`config.mk`:
```
export PLATFORM = sky130hd
export DESIGN_NAME = alu_pipeline_wrapper
export DESIGN_NICKNAME = d
export VERILOG_FILES = /design/src/common/core_types_pkg.sv /design/src/alu_pipeline/alu_operand_select.sv /design/src/alu_pipeline/alu_exec.sv /design/src/alu_pipeline/alu_pipeline.sv /design/src/alu_pipeline/alu_pipeline_wrapper.sv
export VERILOG_INCLUDE_DIRS = /design/src /design/src/common
export SDC_FILE = /design/constraint.sdc
export NUM_CORES = 1
export LEC_CHECK = 0
export ABC_AREA = 1
export ABC_CLOCK_PERIOD_IN_PS = 11900
export BUFFER_PORTS_ARGS = -buffer_cell sky130_fd_sc_hd__buf_4
export CAP_MARGIN = 0
export CORE_ASPECT_RATIO = 0.9
export CORE_UTILIZATION = 26
export CTS_CLUSTER_DIAMETER = 200
export DETAILED_ROUTE_END_ITERATION = 16
export PLACE_DENSITY = 0.51
export RECOVER_POWER = 25
export SKIP_LAST_GASP = 1
export SLEW_MARGIN = 20
export SYNTH_ARGS = -nofsm -noshare
export SYNTH_HDL_FRONTEND = slang
export SYNTH_SLANG_ARGS = --single-unit
```
`constraint.sdc`:
```
create_clock -name CLK -period 11.9 [get_ports CLK]
set_input_delay 2.38 -clock CLK [delete_from_list [all_inputs] [get_ports CLK]]
set_output_delay 2.38 -clock CLK [all_outputs]
set_load 0.005 [all_outputs]
```
`src/common/core_defs.svh`:
```
/*
 * Core sizing macros for the PRF and the integer datapath.
 * Include wherever bank, register or data widths are needed.
 */

`ifndef CORE_DEFS_SVH
`define CORE_DEFS_SVH

// banked physical register file
`define PRF_BANK_COUNT 4
`define LOG_PRF_BANK_COUNT 2

// physical register namespace
`define PR_COUNT 64
`define LOG_PR_COUNT 6

// integer datapath width
`define XLEN 32

`endif

```
`src/common/core_types_pkg.sv`:
```
/*
 * Shared types for the ALU execution pipeline.
 * Opcode encoding, issue and PRF reply bundles, writeback bundle
 * and the collected operand record. Referenced by scoped names.
 */

`include "core_defs.svh"

package core_types_pkg;

	// funct3 order in the low bits, bit 3 picks SUB / SRA
	typedef enum logic [3:0] {
		ALU_ADD  = 4'b0000,
		ALU_SLL  = 4'b0001,
		ALU_SLT  = 4'b0010,
		ALU_SLTU = 4'b0011,
		ALU_XOR  = 4'b0100,
		ALU_SRL  = 4'b0101,
		ALU_OR   = 4'b0110,
		ALU_AND  = 4'b0111,
		ALU_SUB  = 4'b1000,
		ALU_SRA  = 4'b1101,
		// passes operand B straight through
		ALU_LUI  = 4'b1111
	} alu_op_t;

	// one operation from the ALU issue queue
	typedef struct packed {
		logic valid;
		alu_op_t op;
		logic is_imm;
		logic [31:0] imm;
		logic A_unneeded;
		logic A_forward;
		logic [`LOG_PRF_BANK_COUNT-1:0] A_bank;
		logic B_forward;
		logic [`LOG_PRF_BANK_COUNT-1:0] B_bank;
		logic [`LOG_PR_COUNT-1:0] dest_PR;
	} alu_issue_t;

	// read reply from the PRF
	// the per-operand valid also strobes the forward word for a forwarded operand
	typedef struct packed {
		logic A_reg_read_valid;
		logic B_reg_read_valid;
		logic [`PRF_BANK_COUNT-1:0][`XLEN-1:0] data_by_bank;
	} prf_read_t;

	// forward bus from the PRF, one word per bank
	typedef struct packed {
		logic [`PRF_BANK_COUNT-1:0][`XLEN-1:0] data_by_bank;
	} prf_forward_t;

	// result back to the PRF
	typedef struct packed {
		logic WB_valid;
		logic [`XLEN-1:0] WB_data;
		logic [`LOG_PR_COUNT-1:0] WB_PR;
	} alu_wb_t;

	// operand as held by the collect stage
	typedef struct packed {
		logic present;
		logic [`XLEN-1:0] value;
	} operand_t;

endpackage

```
`src/alu_pipeline/alu_operand_select.sv`:
```
/*
 * Operand source select for the collect stage.
 * Keeps a saved operand or picks up the bank word from a register-read
 * reply or the forward bus. One instance per source operand.
 */

`timescale 1ns/1ps
`include "core_defs.svh"

module alu_operand_select (
	input logic [`LOG_PRF_BANK_COUNT-1:0] bank,
	input logic forward,
	input logic first_cycle,
	input logic reg_read_valid,
	input core_types_pkg::prf_read_t reg_read,
	input core_types_pkg::prf_forward_t fwd,
	input core_types_pkg::operand_t saved,
	output core_types_pkg::operand_t operand
);

	// bank words for this operand's bank
	logic [`XLEN-1:0] read_word;
	logic [`XLEN-1:0] fwd_word;

	assign read_word = reg_read.data_by_bank[bank];
	assign fwd_word = fwd.data_by_bank[bank];

	// --------------------------------------------------
	// source priority

	always_comb begin
		// default holds whatever was collected so far
		operand = saved;
		if (!saved.present) begin
			if (forward) begin
				// forwarded operand can land in any collect cycle
				if (reg_read_valid) begin
					operand.present = 1'b1;
					operand.value = fwd_word;
				end
			end
			else if (first_cycle && reg_read_valid) begin
				// read reply only counts in the first collect cycle
				operand.present = 1'b1;
				operand.value = read_word;
			end
		end
	end

endmodule

```
`src/alu_pipeline/alu_exec.sv`:
```
/*
 * Combinational RISC-V integer ALU.
 * Covers the ten register ops and a pass-B for LUI.
 */

`timescale 1ns/1ps
`include "core_defs.svh"

module alu_exec (
	input core_types_pkg::alu_op_t op,
	input logic [`XLEN-1:0] a,
	input logic [`XLEN-1:0] b,
	output logic [`XLEN-1:0] result
);

	// shift amount is the low 5 bits only
	logic [4:0] shamt;

	// compare flags
	logic lt_signed;
	logic lt_unsigned;

	assign shamt = b[4:0];
	assign lt_signed = $signed(a) < $signed(b);
	assign lt_unsigned = a < b;

	// --------------------------------------------------
	// op decode

	always_comb begin
		case (op)
			core_types_pkg::ALU_ADD: begin
				result = a + b;
			end
			core_types_pkg::ALU_SUB: begin
				result = a - b;
			end
			core_types_pkg::ALU_SLL: begin
				result = a << shamt;
			end
			core_types_pkg::ALU_SLT: begin
				result = {{(`XLEN-1){1'b0}}, lt_signed};
			end
			core_types_pkg::ALU_SLTU: begin
				result = {{(`XLEN-1){1'b0}}, lt_unsigned};
			end
			core_types_pkg::ALU_XOR: begin
				result = a ^ b;
			end
			core_types_pkg::ALU_SRL: begin
				result = a >> shamt;
			end
			core_types_pkg::ALU_SRA: begin
				// arithmetic, sign fills from the top
				result = $unsigned($signed(a) >>> shamt);
			end
			core_types_pkg::ALU_OR: begin
				result = a | b;
			end
			core_types_pkg::ALU_AND: begin
				result = a & b;
			end
			core_types_pkg::ALU_LUI: begin
				result = b;
			end
			default: begin
				// unused encodings read as zero
				result = '0;
			end
		endcase
	end

endmodule

```
`src/alu_pipeline/alu_pipeline.sv`:
```
/*
 * Integer ALU pipeline, a collect stage then a writeback register.
 * Takes one op when ready is high, waits for both operands, then
 * writes the result back the cycle after they are all present.
 */

`timescale 1ns/1ps
`include "core_defs.svh"

module alu_pipeline (
	input logic CLK,
	input logic nRST,
	input core_types_pkg::alu_issue_t issue,
	input core_types_pkg::prf_read_t reg_read,
	input core_types_pkg::prf_forward_t fwd,
	output logic ready,
	output core_types_pkg::alu_wb_t wb
);

	// what the collect stage keeps of an issued op
	// imm and A_unneeded are folded into the saved operands at accept
	typedef struct packed {
		core_types_pkg::alu_op_t op;
		logic A_forward;
		logic [`LOG_PRF_BANK_COUNT-1:0] A_bank;
		logic B_forward;
		logic [`LOG_PRF_BANK_COUNT-1:0] B_bank;
		logic [`LOG_PR_COUNT-1:0] dest_PR;
	} collect_t;

	// collect stage control
	logic collect_valid;
	logic collect_first;
	logic collect_done;
	logic accept;

	// collect stage payload
	collect_t collect_op;
	core_types_pkg::operand_t saved_A;
	core_types_pkg::operand_t saved_B;

	// operands after this cycle's pickup
	core_types_pkg::operand_t operand_A;
	core_types_pkg::operand_t operand_B;

	logic [`XLEN-1:0] exec_result;

	// writeback register
	logic wb_valid;
	logic [`XLEN-1:0] wb_data;
	logic [`LOG_PR_COUNT-1:0] wb_pr;

	// --------------------------------------------------
	// handshake

	// op finishes collecting once both operands are in
	assign collect_done = collect_valid & operand_A.present & operand_B.present;

	// free slot, or the current op leaves at this edge
	assign ready = ~collect_valid | collect_done;
	assign accept = issue.valid & ready;

	// --------------------------------------------------
	// operand pickup and execute

	alu_operand_select operand_A_select (
		.bank(collect_op.A_bank),
		.forward(collect_op.A_forward),
		.first_cycle(collect_first),
		.reg_read_valid(reg_read.A_reg_read_valid),
		.reg_read(reg_read),
		.fwd(fwd),
		.saved(saved_A),
		.operand(operand_A)
	);

	alu_operand_select operand_B_select (
		.bank(collect_op.B_bank),
		.forward(collect_op.B_forward),
		.first_cycle(collect_first),
		.reg_read_valid(reg_read.B_reg_read_valid),
		.reg_read(reg_read),
		.fwd(fwd),
		.saved(saved_B),
		.operand(operand_B)
	);

	alu_exec alu_exec_inst (
		.op(collect_op.op),
		.a(operand_A.value),
		.b(operand_B.value),
		.result(exec_result)
	);

	// --------------------------------------------------
	// collect stage

	always_ff @(posedge CLK, negedge nRST) begin
		if (!nRST) begin
			collect_valid <= 1'b0;
			collect_first <= 1'b0;
		end
		else begin
			// a new op may drop in the same edge the old one leaves
			collect_valid <= accept | (collect_valid & ~collect_done);
			collect_first <= accept;
		end
	end

	always_ff @(posedge CLK) begin
		if (accept) begin
			collect_op.op <= issue.op;
			collect_op.A_forward <= issue.A_forward;
			collect_op.A_bank <= issue.A_bank;
			collect_op.B_forward <= issue.B_forward;
			collect_op.B_bank <= issue.B_bank;
			collect_op.dest_PR <= issue.dest_PR;
			// A reads as zero when the op has no A source
			saved_A.present <= issue.A_unneeded;
			saved_A.value <= '0;
			// immediate stands in for B
			saved_B.present <= issue.is_imm;
			saved_B.value <= issue.imm;
		end
		else begin
			// keep whatever arrived this cycle
			saved_A <= operand_A;
			saved_B <= operand_B;
		end
	end

	// --------------------------------------------------
	// writeback stage

	always_ff @(posedge CLK, negedge nRST) begin
		if (!nRST) begin
			wb_valid <= 1'b0;
		end
		else begin
			// single-cycle pulse per completed op
			wb_valid <= collect_done;
		end
	end

	always_ff @(posedge CLK) begin
		if (collect_done) begin
			wb_data <= exec_result;
			wb_pr <= collect_op.dest_PR;
		end
	end

	assign wb.WB_valid = wb_valid;
	assign wb.WB_data = wb_data;
	assign wb.WB_PR = wb_pr;

endmodule

```
`src/alu_pipeline/alu_pipeline_wrapper.sv`:
```
/*
 * Top level around the ALU pipeline.
 * Flops every pipeline input and output once, so the queue sees
 * ready one cycle late and writeback one cycle after the pipeline.
 */

`timescale 1ns/1ps

module alu_pipeline_wrapper (
	input logic CLK,
	input logic nRST,
	input core_types_pkg::alu_issue_t next_issue,
	input core_types_pkg::prf_read_t next_reg_read,
	input core_types_pkg::prf_forward_t next_forward,
	output logic last_ready,
	output core_types_pkg::alu_wb_t last_wb
);

	// pipeline side of the input flops
	core_types_pkg::alu_issue_t issue;
	core_types_pkg::prf_read_t reg_read;
	core_types_pkg::prf_forward_t fwd;

	// pipeline side of the output flops
	logic ready;
	core_types_pkg::alu_wb_t wb;

	alu_pipeline alu_pipeline_inst (
		.CLK(CLK),
		.nRST(nRST),
		.issue(issue),
		.reg_read(reg_read),
		.fwd(fwd),
		.ready(ready),
		.wb(wb)
	);

	// --------------------------------------------------
	// boundary flops

	always_ff @(posedge CLK, negedge nRST) begin
		if (!nRST) begin
			issue <= '0;
			reg_read <= '0;
			fwd <= '0;
			// queue may issue straight out of reset
			last_ready <= 1'b1;
			last_wb <= '0;
		end
		else begin
			issue <= next_issue;
			reg_read <= next_reg_read;
			fwd <= next_forward;
			last_ready <= ready;
			last_wb <= wb;
		end
	end

endmodule

```
==> results of run 1 <==
flip-flops by register name (all words and copies together) (netlist names):
register                         cells
alu_pipeline_inst.collect_first      1
last_wb                             39
alu_pipeline_inst.wb_pr              6
alu_pipeline_inst.saved_A           33
fwd                                128
last_ready                           1
alu_pipeline_inst.wb_valid           1
issue                               51
reg_read                           130
alu_pipeline_inst.collect_valid      1
alu_pipeline_inst.collect_op        16
alu_pipeline_inst.wb_data           32
alu_pipeline_inst.saved_B           33
metrics by stage:
| step | hold slack [ps] | utilization (%) | cell area (sq um) | instances |
|---|---|---|---|---|
| final | 346 | 31.8 | 33200 | 5474 |
| after floorplan | 331 | - | 27600 | 3817 |
| after detailed placement | 336 | 30.0 | 31300 | 5367 |
| after CTS | 350 | 31.8 | 33200 | 5470 |
| after global placement | 331 | 30.0 | 31300 | 5367 |
| after global routing | 360 | 31.8 | 33200 | 5473 |
critical path, delay by kind of cell (launching register included):
family	cells	cell delay, ps
adder cells (fa/ha/maj)	2	930
buffers and inverters	2	810
flip-flops	1	1070
AO/OA/AOI/OAI	6	1890
AND/OR/NAND/NOR	9	1830
where the power goes:
part	internal [mW]	switching (mW)	total (mW)	leakage (nW)
registers	2.00	0.163	2.17	5.19
logic	1.66	4.62	6.28	9.77
clock network	1.04	0.754	1.79	0.931
total	4.70	5.54	10.2	15.9
area by class of cell:
class                           count  share of cell area [%]
Clock buffer                       72                    4.70
Timing Repair Buffer              395                    8.94
Inverter                          266                    3.04
Multi-Input combinational cell   2866                    41.7
Antenna cell                        4                  0.0301
Sequential cell                   472                    35.4
Clock inverter                     31                    1.06
Tap cell                         1368                    5.15
logic make-up after synthesis:
logic type | share of synthesized area, %
xor gates and xnor gates | 0.222
buffers and inverters | 7.43
DFF | 42.6
adders and majority gates | 4.59
and+or+nand+nor | 33.7
AOI/OAI and AO/OA | 11.4
routing by layer:
layer  wire, microns  vias up
met5              42        -
met4            5120        6
met3           10400      202
met2           57800     1275
met1           56700    13500
li1                -    13000
how the worst max path moves through the flow:
stage	startpoint	endpoint	slack [ps]
4_1_cts	alu_pipeline_inst.collect_op[7]	alu_pipeline_inst.wb_data[14]	5250
2_1_floorplan	alu_pipeline_inst.collect_op[6]	alu_pipeline_inst.wb_data[31]	8190
5_1_grt	alu_pipeline_inst.collect_op[7]	alu_pipeline_inst.wb_data[14]	4820
3_3_place_gp	alu_pipeline_inst.collect_op[7]	alu_pipeline_inst.wb_data[14]	5160
3_5_place_dp	alu_pipeline_inst.collect_op[7]	alu_pipeline_inst.wb_data[14]	5200
6_report	alu_pipeline_inst.collect_op[7]	alu_pipeline_inst.wb_data[14]	5050
placed cells by master (no fill, tap or decap), drive strengths merged, types with 8 or more instances in the layout:
| cell | count |
|---|---|
| nand3 | 533 |
| o22ai | 17 |
| a31oi | 9 |
| dfxtp | 66 |
| a22o | 13 |
| o221ai | 8 |
| a21oi | 219 |
| ha | 98 |
| edfxtp | 54 |
| a21boi | 14 |
| nand2 | 1316 |
| o21ai | 173 |
| nor4 | 9 |
| nor3 | 15 |
| inv | 265 |
| nand4 | 34 |
| clkbuf | 240 |
| buf | 227 |
| a211oi | 8 |
| dfrtp | 351 |
| nor2 | 272 |
| a221oi | 14 |
| o21a | 9 |
| o211ai | 22 |
| o21bai | 10 |
| or2 | 16 |
| clkinv | 22 |
| and2 | 18 |
==> results by group, run 1 <==
Route
  • Vias per Instance: 5.11
  • # DRC: 0
  • Starting DRT DRC Count: 3067
  • Routed Antenna Nets: 0
  • Via Count: 28000
  • Post-DR wirelength/cell: 23.8 microns
  • Final WL: 130000 microns
  • First-pass iteration count of the detailed router: 8

Floorplan
  • Starting Density: 26.4%
  • I/O pins: 351
  • Die area: 107000 sq um
  • DIE WIDTH: 345 microns
  • Die height: 311 microns
  • Core area: 104000 sq um
  • Site Rows: 112

Synth
  • Post-synth EDFFs: 54
  • Yosys top cell area share: 31.8%
  • YS warnings: 0
  • Cell taking the most area after synthesis: dfrtp_1
  • Yosys reg bits: 472
  • Syn nets: 4228
  • Post-synth top cells: nand2_1 (1313), nand3_1 (533), dfrtp_1 (351)
  • Avg Inst Size Synth: 7.23 sq um
  • Fraction of registers with async set or reset after synthesis: 74.6%
  • Netlist Area Pre-Place: 27600 sq um
  • Count leader, synth: nand2_1
  • Post-synthesis sequential area ratio: 42.6%
  • Dominant cells by area after synthesis: dfrtp_1 (32%), nand2_1 (18%), nand3_1 (9.7%), edfxtp_1 (5.9%), dfxtp_1 (4.8%)
  • Syn Inst Count: 3817
  • Post-synthesis cell type count: 59
  • Most used DFF post-synth: dfrtp_1

Timing
  • Setup TNS: 0 ps
  • Final-report setup violation count: 0
  • Final setup margin: 5050 ps
  • Final Hold Fails: 0
  • Final Cycle Share: 57.6%
  • Tmin final: 6850 ps
  • Pins Over Slew Limit: 0
  • Max_slew headroom: 18.0%
  • Fmax: 0.146 GHz
  • RSZ-0062 raised after global routing: no
  • Worst slew pin tran: 1230 ps
  • Clock Skew: 23.5 ps

Worst setup path
  • R2r startpoint: alu_pipeline_inst.collect_op[7]
  • Startpoint types: register
  • Crit Path Category: reg2reg
  • Critical path, cell by cell: inv_2 > nand3_1 > nand2_1 > nand2_1 > nand2_1 > a21oi_4 > ha_1 > inv_1 > fa_1 > nor2_1 > nand2_1 > nand2_1 > a21oi_1 > o21bai_1 > a21oi_1 > o21ai_0 > a21oi_1 > nor3_1 > nand4_1
  • Reg2reg end: alu_pipeline_inst.wb_data[14]
  • CP max stage cell: edfxtp_1
  • Critical Path End Type: register
  • Crit path DAT: 7220 ps
  • CP Data Required Time: 12270 ps
  • Top cell by count, worst path: nand2_1
  • Crit path largest cell delay: 1070 ps
  • Worst Reg-to-Reg Cells: 19
  • Max Fanout on Critical Path: 40
  • R2R setup slack: 5050 ps

Global routing
  • Met1 GRT Util: 32.5%
  • Met2 Usage GRT: 37.0%
  • Initial antenna violation count: 9
  • GRT Overall Usage: 23.7%
  • Largest net degree at the start of global routing: 138
  • Layer with the highest usage: met2
  • Met3 Track Usage GR: 4.12%
  • Total grt overflow: 0
  • First-pass GRT wire length: 189000 microns
  • Number of global-route vias before repair: 27300

CTS
  • CTS sink cnt: 472
  • Total CTS buffers: 55
  • Worst skew pair latency: 670 ps
  • Post_cts resized: 0
  • CTS H-tree lvls: 2
  • # hold bufs at CTS: 0
  • CTS root buf: clkbuf_16
  • CTS tree: built
  • Setup repair bufs after CTS: 0
  • Clk slew on worst S/H paths: 60 ps
  • CTS max path bufs: 3

Placement
  • Port bufs: 350
  • Dpl ws: 5200 ps
  • Placer congestion estimate: 0.994
  • Detailed placer's ending HPWL: 98700 microns

Final layout
  • Filler cells: 11300
  • Sequential cell area: 11800 sq um
  • Share of layout cells above drive strength 1: 13.5%
  • Multi-input gate area: 13900 sq um
  • Nets@finish: 4467
  • Area Overhead vs Synth: 20.4%

Power
  • Power, Total: 10.2 mW
  • Pwr/cell area: 308 nW/um^2
  • Leakage: 15.9 nW
  • VDD IR max: 0.000190 V

Status
  • Outcome: complete, no violations

Worst hold path
  • Hold wc startpoint: alu_pipeline_inst.wb_valid
  • Worst Hold Class: reg2reg
  • Hold path endpoint: last_wb[38]
  • Min-Delay Path Depth: 0

Run
  • Max-cap violations: 0
No activity file was read; power rests on OpenSTA's default activity.
==> run 2: changes to the inputs <==
--- a/config.mk
+++ b/config.mk
@@ -7,14 +7,14 @@
 export NUM_CORES = 1
 export LEC_CHECK = 0
 export ABC_AREA = 1
-export ABC_CLOCK_PERIOD_IN_PS = 11900
+export ABC_CLOCK_PERIOD_IN_PS = 5600
 export BUFFER_PORTS_ARGS = -buffer_cell sky130_fd_sc_hd__buf_4
 export CAP_MARGIN = 0
 export CORE_ASPECT_RATIO = 0.9
 export CORE_UTILIZATION = 26
 export CTS_CLUSTER_DIAMETER = 200
 export DETAILED_ROUTE_END_ITERATION = 16
-export PLACE_DENSITY = 0.51
+export PLACE_DENSITY = 0.53
 export RECOVER_POWER = 25
 export SKIP_LAST_GASP = 1
 export SLEW_MARGIN = 20
==> constraint.sdc (replaced) <==
create_clock -name CLK -period 5.6 [get_ports CLK]
set_input_delay 1.12 -clock CLK [delete_from_list [all_inputs] [get_ports CLK]]
set_output_delay 1.12 -clock CLK [all_outputs]
set_load 0.005 [all_outputs]
==> results by group, run 2 (synthesized netlist as in run 1, its figures left out) <==
Floorplan
  • Die area: 107000 sq um (unchanged)
  • Site Rows: 112 (unchanged)
  • Die height: 311 microns (unchanged)
  • Starting Density: 26.4% (unchanged)
  • Core area: 104000 sq um (unchanged)
  • DIE WIDTH: 345 microns (unchanged)
  • I/O pins: 351 (unchanged)

Worst setup path
  • Crit path DAT: 5570 ps (-1650 ps)
  • CP max stage cell: nor2_2
  • Reg2reg end: alu_pipeline_inst.wb_data[16]
  • Worst Setup SP: alu_pipeline_inst.collect_first
  • Crit path largest cell delay: 810 ps (-260 ps)
  • Crit Path Category: reg2reg
  • R2r startpoint: alu_pipeline_inst.collect_first
  • CP Data Required Time: 5980 ps (-6290 ps)
  • Worst Reg-to-Reg Cells: 22 (+3)
  • Max Fanout on Critical Path: 15 (-63%)
  • Critical path, cell by cell: inv_1 > nor2_2 > nand2_1 > nand2_1 > a21oi_1 > buf_4 > inv_1 > ha_1 > inv_1 > nand3_1 > o21ai_2 > nand2_1 > nand2_1 > nand2_1 > nand2_1 > nand2_1 > nand2_1 > a21oi_1 > o21ai_0 > nand3_1 > nor2_1 > nand3_1
  • R2R setup slack: 410 ps (-4640 ps)
  • Startpoint types: register
  • Top cell by count, worst path: nand2_1
  • Critical Path End Type: register

Final layout
  • Multi-input gate area: 13800 sq um (about the same)
  • Area Overhead vs Synth: 22.9%
  • Nets@finish: 4542 (+1.7%)
  • Share of layout cells above drive strength 1: 14.8% (+1.3 points)
  • Max reg flops: 130 (unchanged)
  • Filler cells: 11200 (-0.58%)
  • Biggest regs: reg_read: 130 flops, fwd: 128 flops, issue: 51 flops
  • Biggest register: reg_read
  • Fin cells: 5546 (+1.3%)
  • Utilization after layout: 32.5% (+0.64 points)
  • Sequential cell area: 11800 sq um (unchanged)
  • Most frequent cells in the layout: nand2_1 (1311), nand3_1 (533), dfrtp_1 (351)
  • Most common cell after layout, fill and taps aside: nand2_1

Route
  • Routed Antenna Nets: 0 (unchanged)
  • Final WL: 134000 microns (+2.8%)
  • Starting DRT DRC Count: 3188 (+3.9%)
  • Vias per Instance: 5.14 (+0.52%)
  • First-pass iteration count of the detailed router: 6 (-2)
  • Post-DR wirelength/cell: 24.1 microns (+1.5%)
  • # DRC: 0 (unchanged)
  • Via Count: 28500 (+1.8%)

CTS
  • CTS tree: built
  • CTS H-tree lvls: 2 (unchanged)
  • Clk slew on worst S/H paths: 60 ps (about the same)
  • CTS max path bufs: 3 (unchanged)
  • CTS sink cnt: 472 (unchanged)
  • CTS root buf: clkbuf_16
  • Worst skew pair latency: 680 ps (about the same)
  • Post_cts resized: 0 (unchanged)
  • Total CTS buffers: 55 (unchanged)
  • Setup repair bufs after CTS: 0 (unchanged)
  • # hold bufs at CTS: 0 (unchanged)

Timing
  • Final Hold Fails: 0 (unchanged)
  • Worst slew pin tran: 1130 ps (-99.1 ps)
  • Clock Skew: 38.5 ps (+15.0 ps)
  • Max_slew headroom: 24.2% (+6.1 points)
  • Final Cycle Share: 92.6% (+35 points)
  • Setup TNS: 0 ps (unchanged)
  • Pins Over Slew Limit: 0 (unchanged)
  • RSZ-0062 raised after global routing: no
  • Tmin final: 5190 ps (-1660 ps)
  • Fmax: 0.193 GHz (+32%)
  • Final-report setup violation count: 0 (unchanged)

Global routing
  • GRT Overall Usage: 24.4% (+0.65 points)
  • Number of global-route vias before repair: 27700 (+1.8%)
  • First-pass GRT wire length: 194000 microns (+2.7%)
  • Initial antenna violation count: 3 (-6)
  • Largest net degree at the start of global routing: 129 (-6.5%)
  • Total grt overflow: 0 (unchanged)

Power
  • Clk pwr share: 17.6% (about the same)
  • Comb pwr share: 61.9% (+0.6 points)
  • Pint: 10.4 mW (+120%)
  • Leakage: 16.3 nW (+2.6%)
  • Pwr/cell area: 662 nW/um^2 (+110%)
  • Seq pwr share: 20.6% (-0.5 points)
  • Psw: 12.0 mW (+120%)
  • VDD IR max: 0.000282 V (+48%)
  • Sw Ratio: 53.5% (-0.61 points)

Worst hold path
  • Hold path endpoint: last_wb[5]
  • Hold wc startpoint: alu_pipeline_inst.wb_pr[5]
  • Min-Delay Path Depth: 0 (unchanged)
  • Worst Hold Class: reg2reg

Status
  • Outcome: complete, no violations

Placement
  • Detailed placer's ending HPWL: 103000 microns (+3.9%)
  • Placer congestion estimate: 1.04 (+4.3%)
  • Port bufs: 350 (unchanged)
  • Inst Count DP: 5442 (+1.4%)

Run
  • Max-cap violations: 0 (unchanged)
==> run 2: cell types whose count changed in the layout (fill, tap and decap cells not counted), moves of 2 or more <==
cell and change:
buf_12 +8, clkinvlp_4 -3, clkbuf_1 +8, clkinv_1 -2
clkbuf_4 +2, bufinv_16 +2, buf_4 +61, clkbuf_8 -2
clkinv_4 -2, diode_2 -2, o21ai_1 -2, clkinv_2 -4
inv_6 +3, inv_4 +2
==> run 2: how the worst max path moves through the flow <==
stage | to | depth (start not counted) | slack (ps)
2_1_floorplan | alu_pipeline_inst.wb_data[31] | 23 | 1890
3_3_place_gp | alu_pipeline_inst.wb_data[16] | 22 | 480
3_5_place_dp | alu_pipeline_inst.wb_data[16] | 25 | 400
4_1_cts | alu_pipeline_inst.wb_data[16] | 25 | 390
5_1_grt | alu_pipeline_inst.wb_data[16] | 25 | 140
6_report | alu_pipeline_inst.wb_data[16] | 22 | 410
==> run 2: final cells by class <==
class	instances	share of cell area, %
clock buffers	75	4.64
multi-input cells	2866	40.8
well taps	1368	5.05
diodes	2	0.0148
clock inverters	27	1.13
inverters	266	2.98
repair buffers	470	10.7
flip-flops and latches	472	34.7
==> run 2: power by group through the flow <==
stage | registers, mW | logic, mW | clock network, mW
floorplan | 4.51 | 8.25 | 0
global placement | 4.69 | 13.5 | 0
detailed placement | 4.69 | 13.4 | 0
CTS | 4.63 | 13.5 | 4.03
global route | 4.67 | 15.0 | 4.16
finish | 4.61 | 13.9 | 3.94
==> run 2: critical path: cells and delay by family, from the launching register on <==
kind / cells / cell delay [ps]
AOI/OAI and AO/OA: 4 / 640
DFF: 1 / 370
buffers and inverters: 4 / 730
adders and majority gates: 1 / 310
and+or+nand+nor: 13 / 2840
==> run 2: routing by layer <==
layer,vias to the layer above,global-route usage [%],part of all wire [%]
li1,13100,-,-
met1,13700,33.5,44
met2,1405,37.7,44
met3,242,4.45,8.0
met4,2,9.56,4.2
met5,-,0,0.0097
==> run 2: stage by stage <==
step,power [mW],area [sq um],hold WS (ps),worst slack (ps)
floorplan,12.8,27600,331,1890
global placement,18.2,32000,332,483
detailed placement,18.1,32000,336,396
CTS,22.1,33900,351,393
global route,23.8,33900,360,143
finish,22.4,33900,348,412
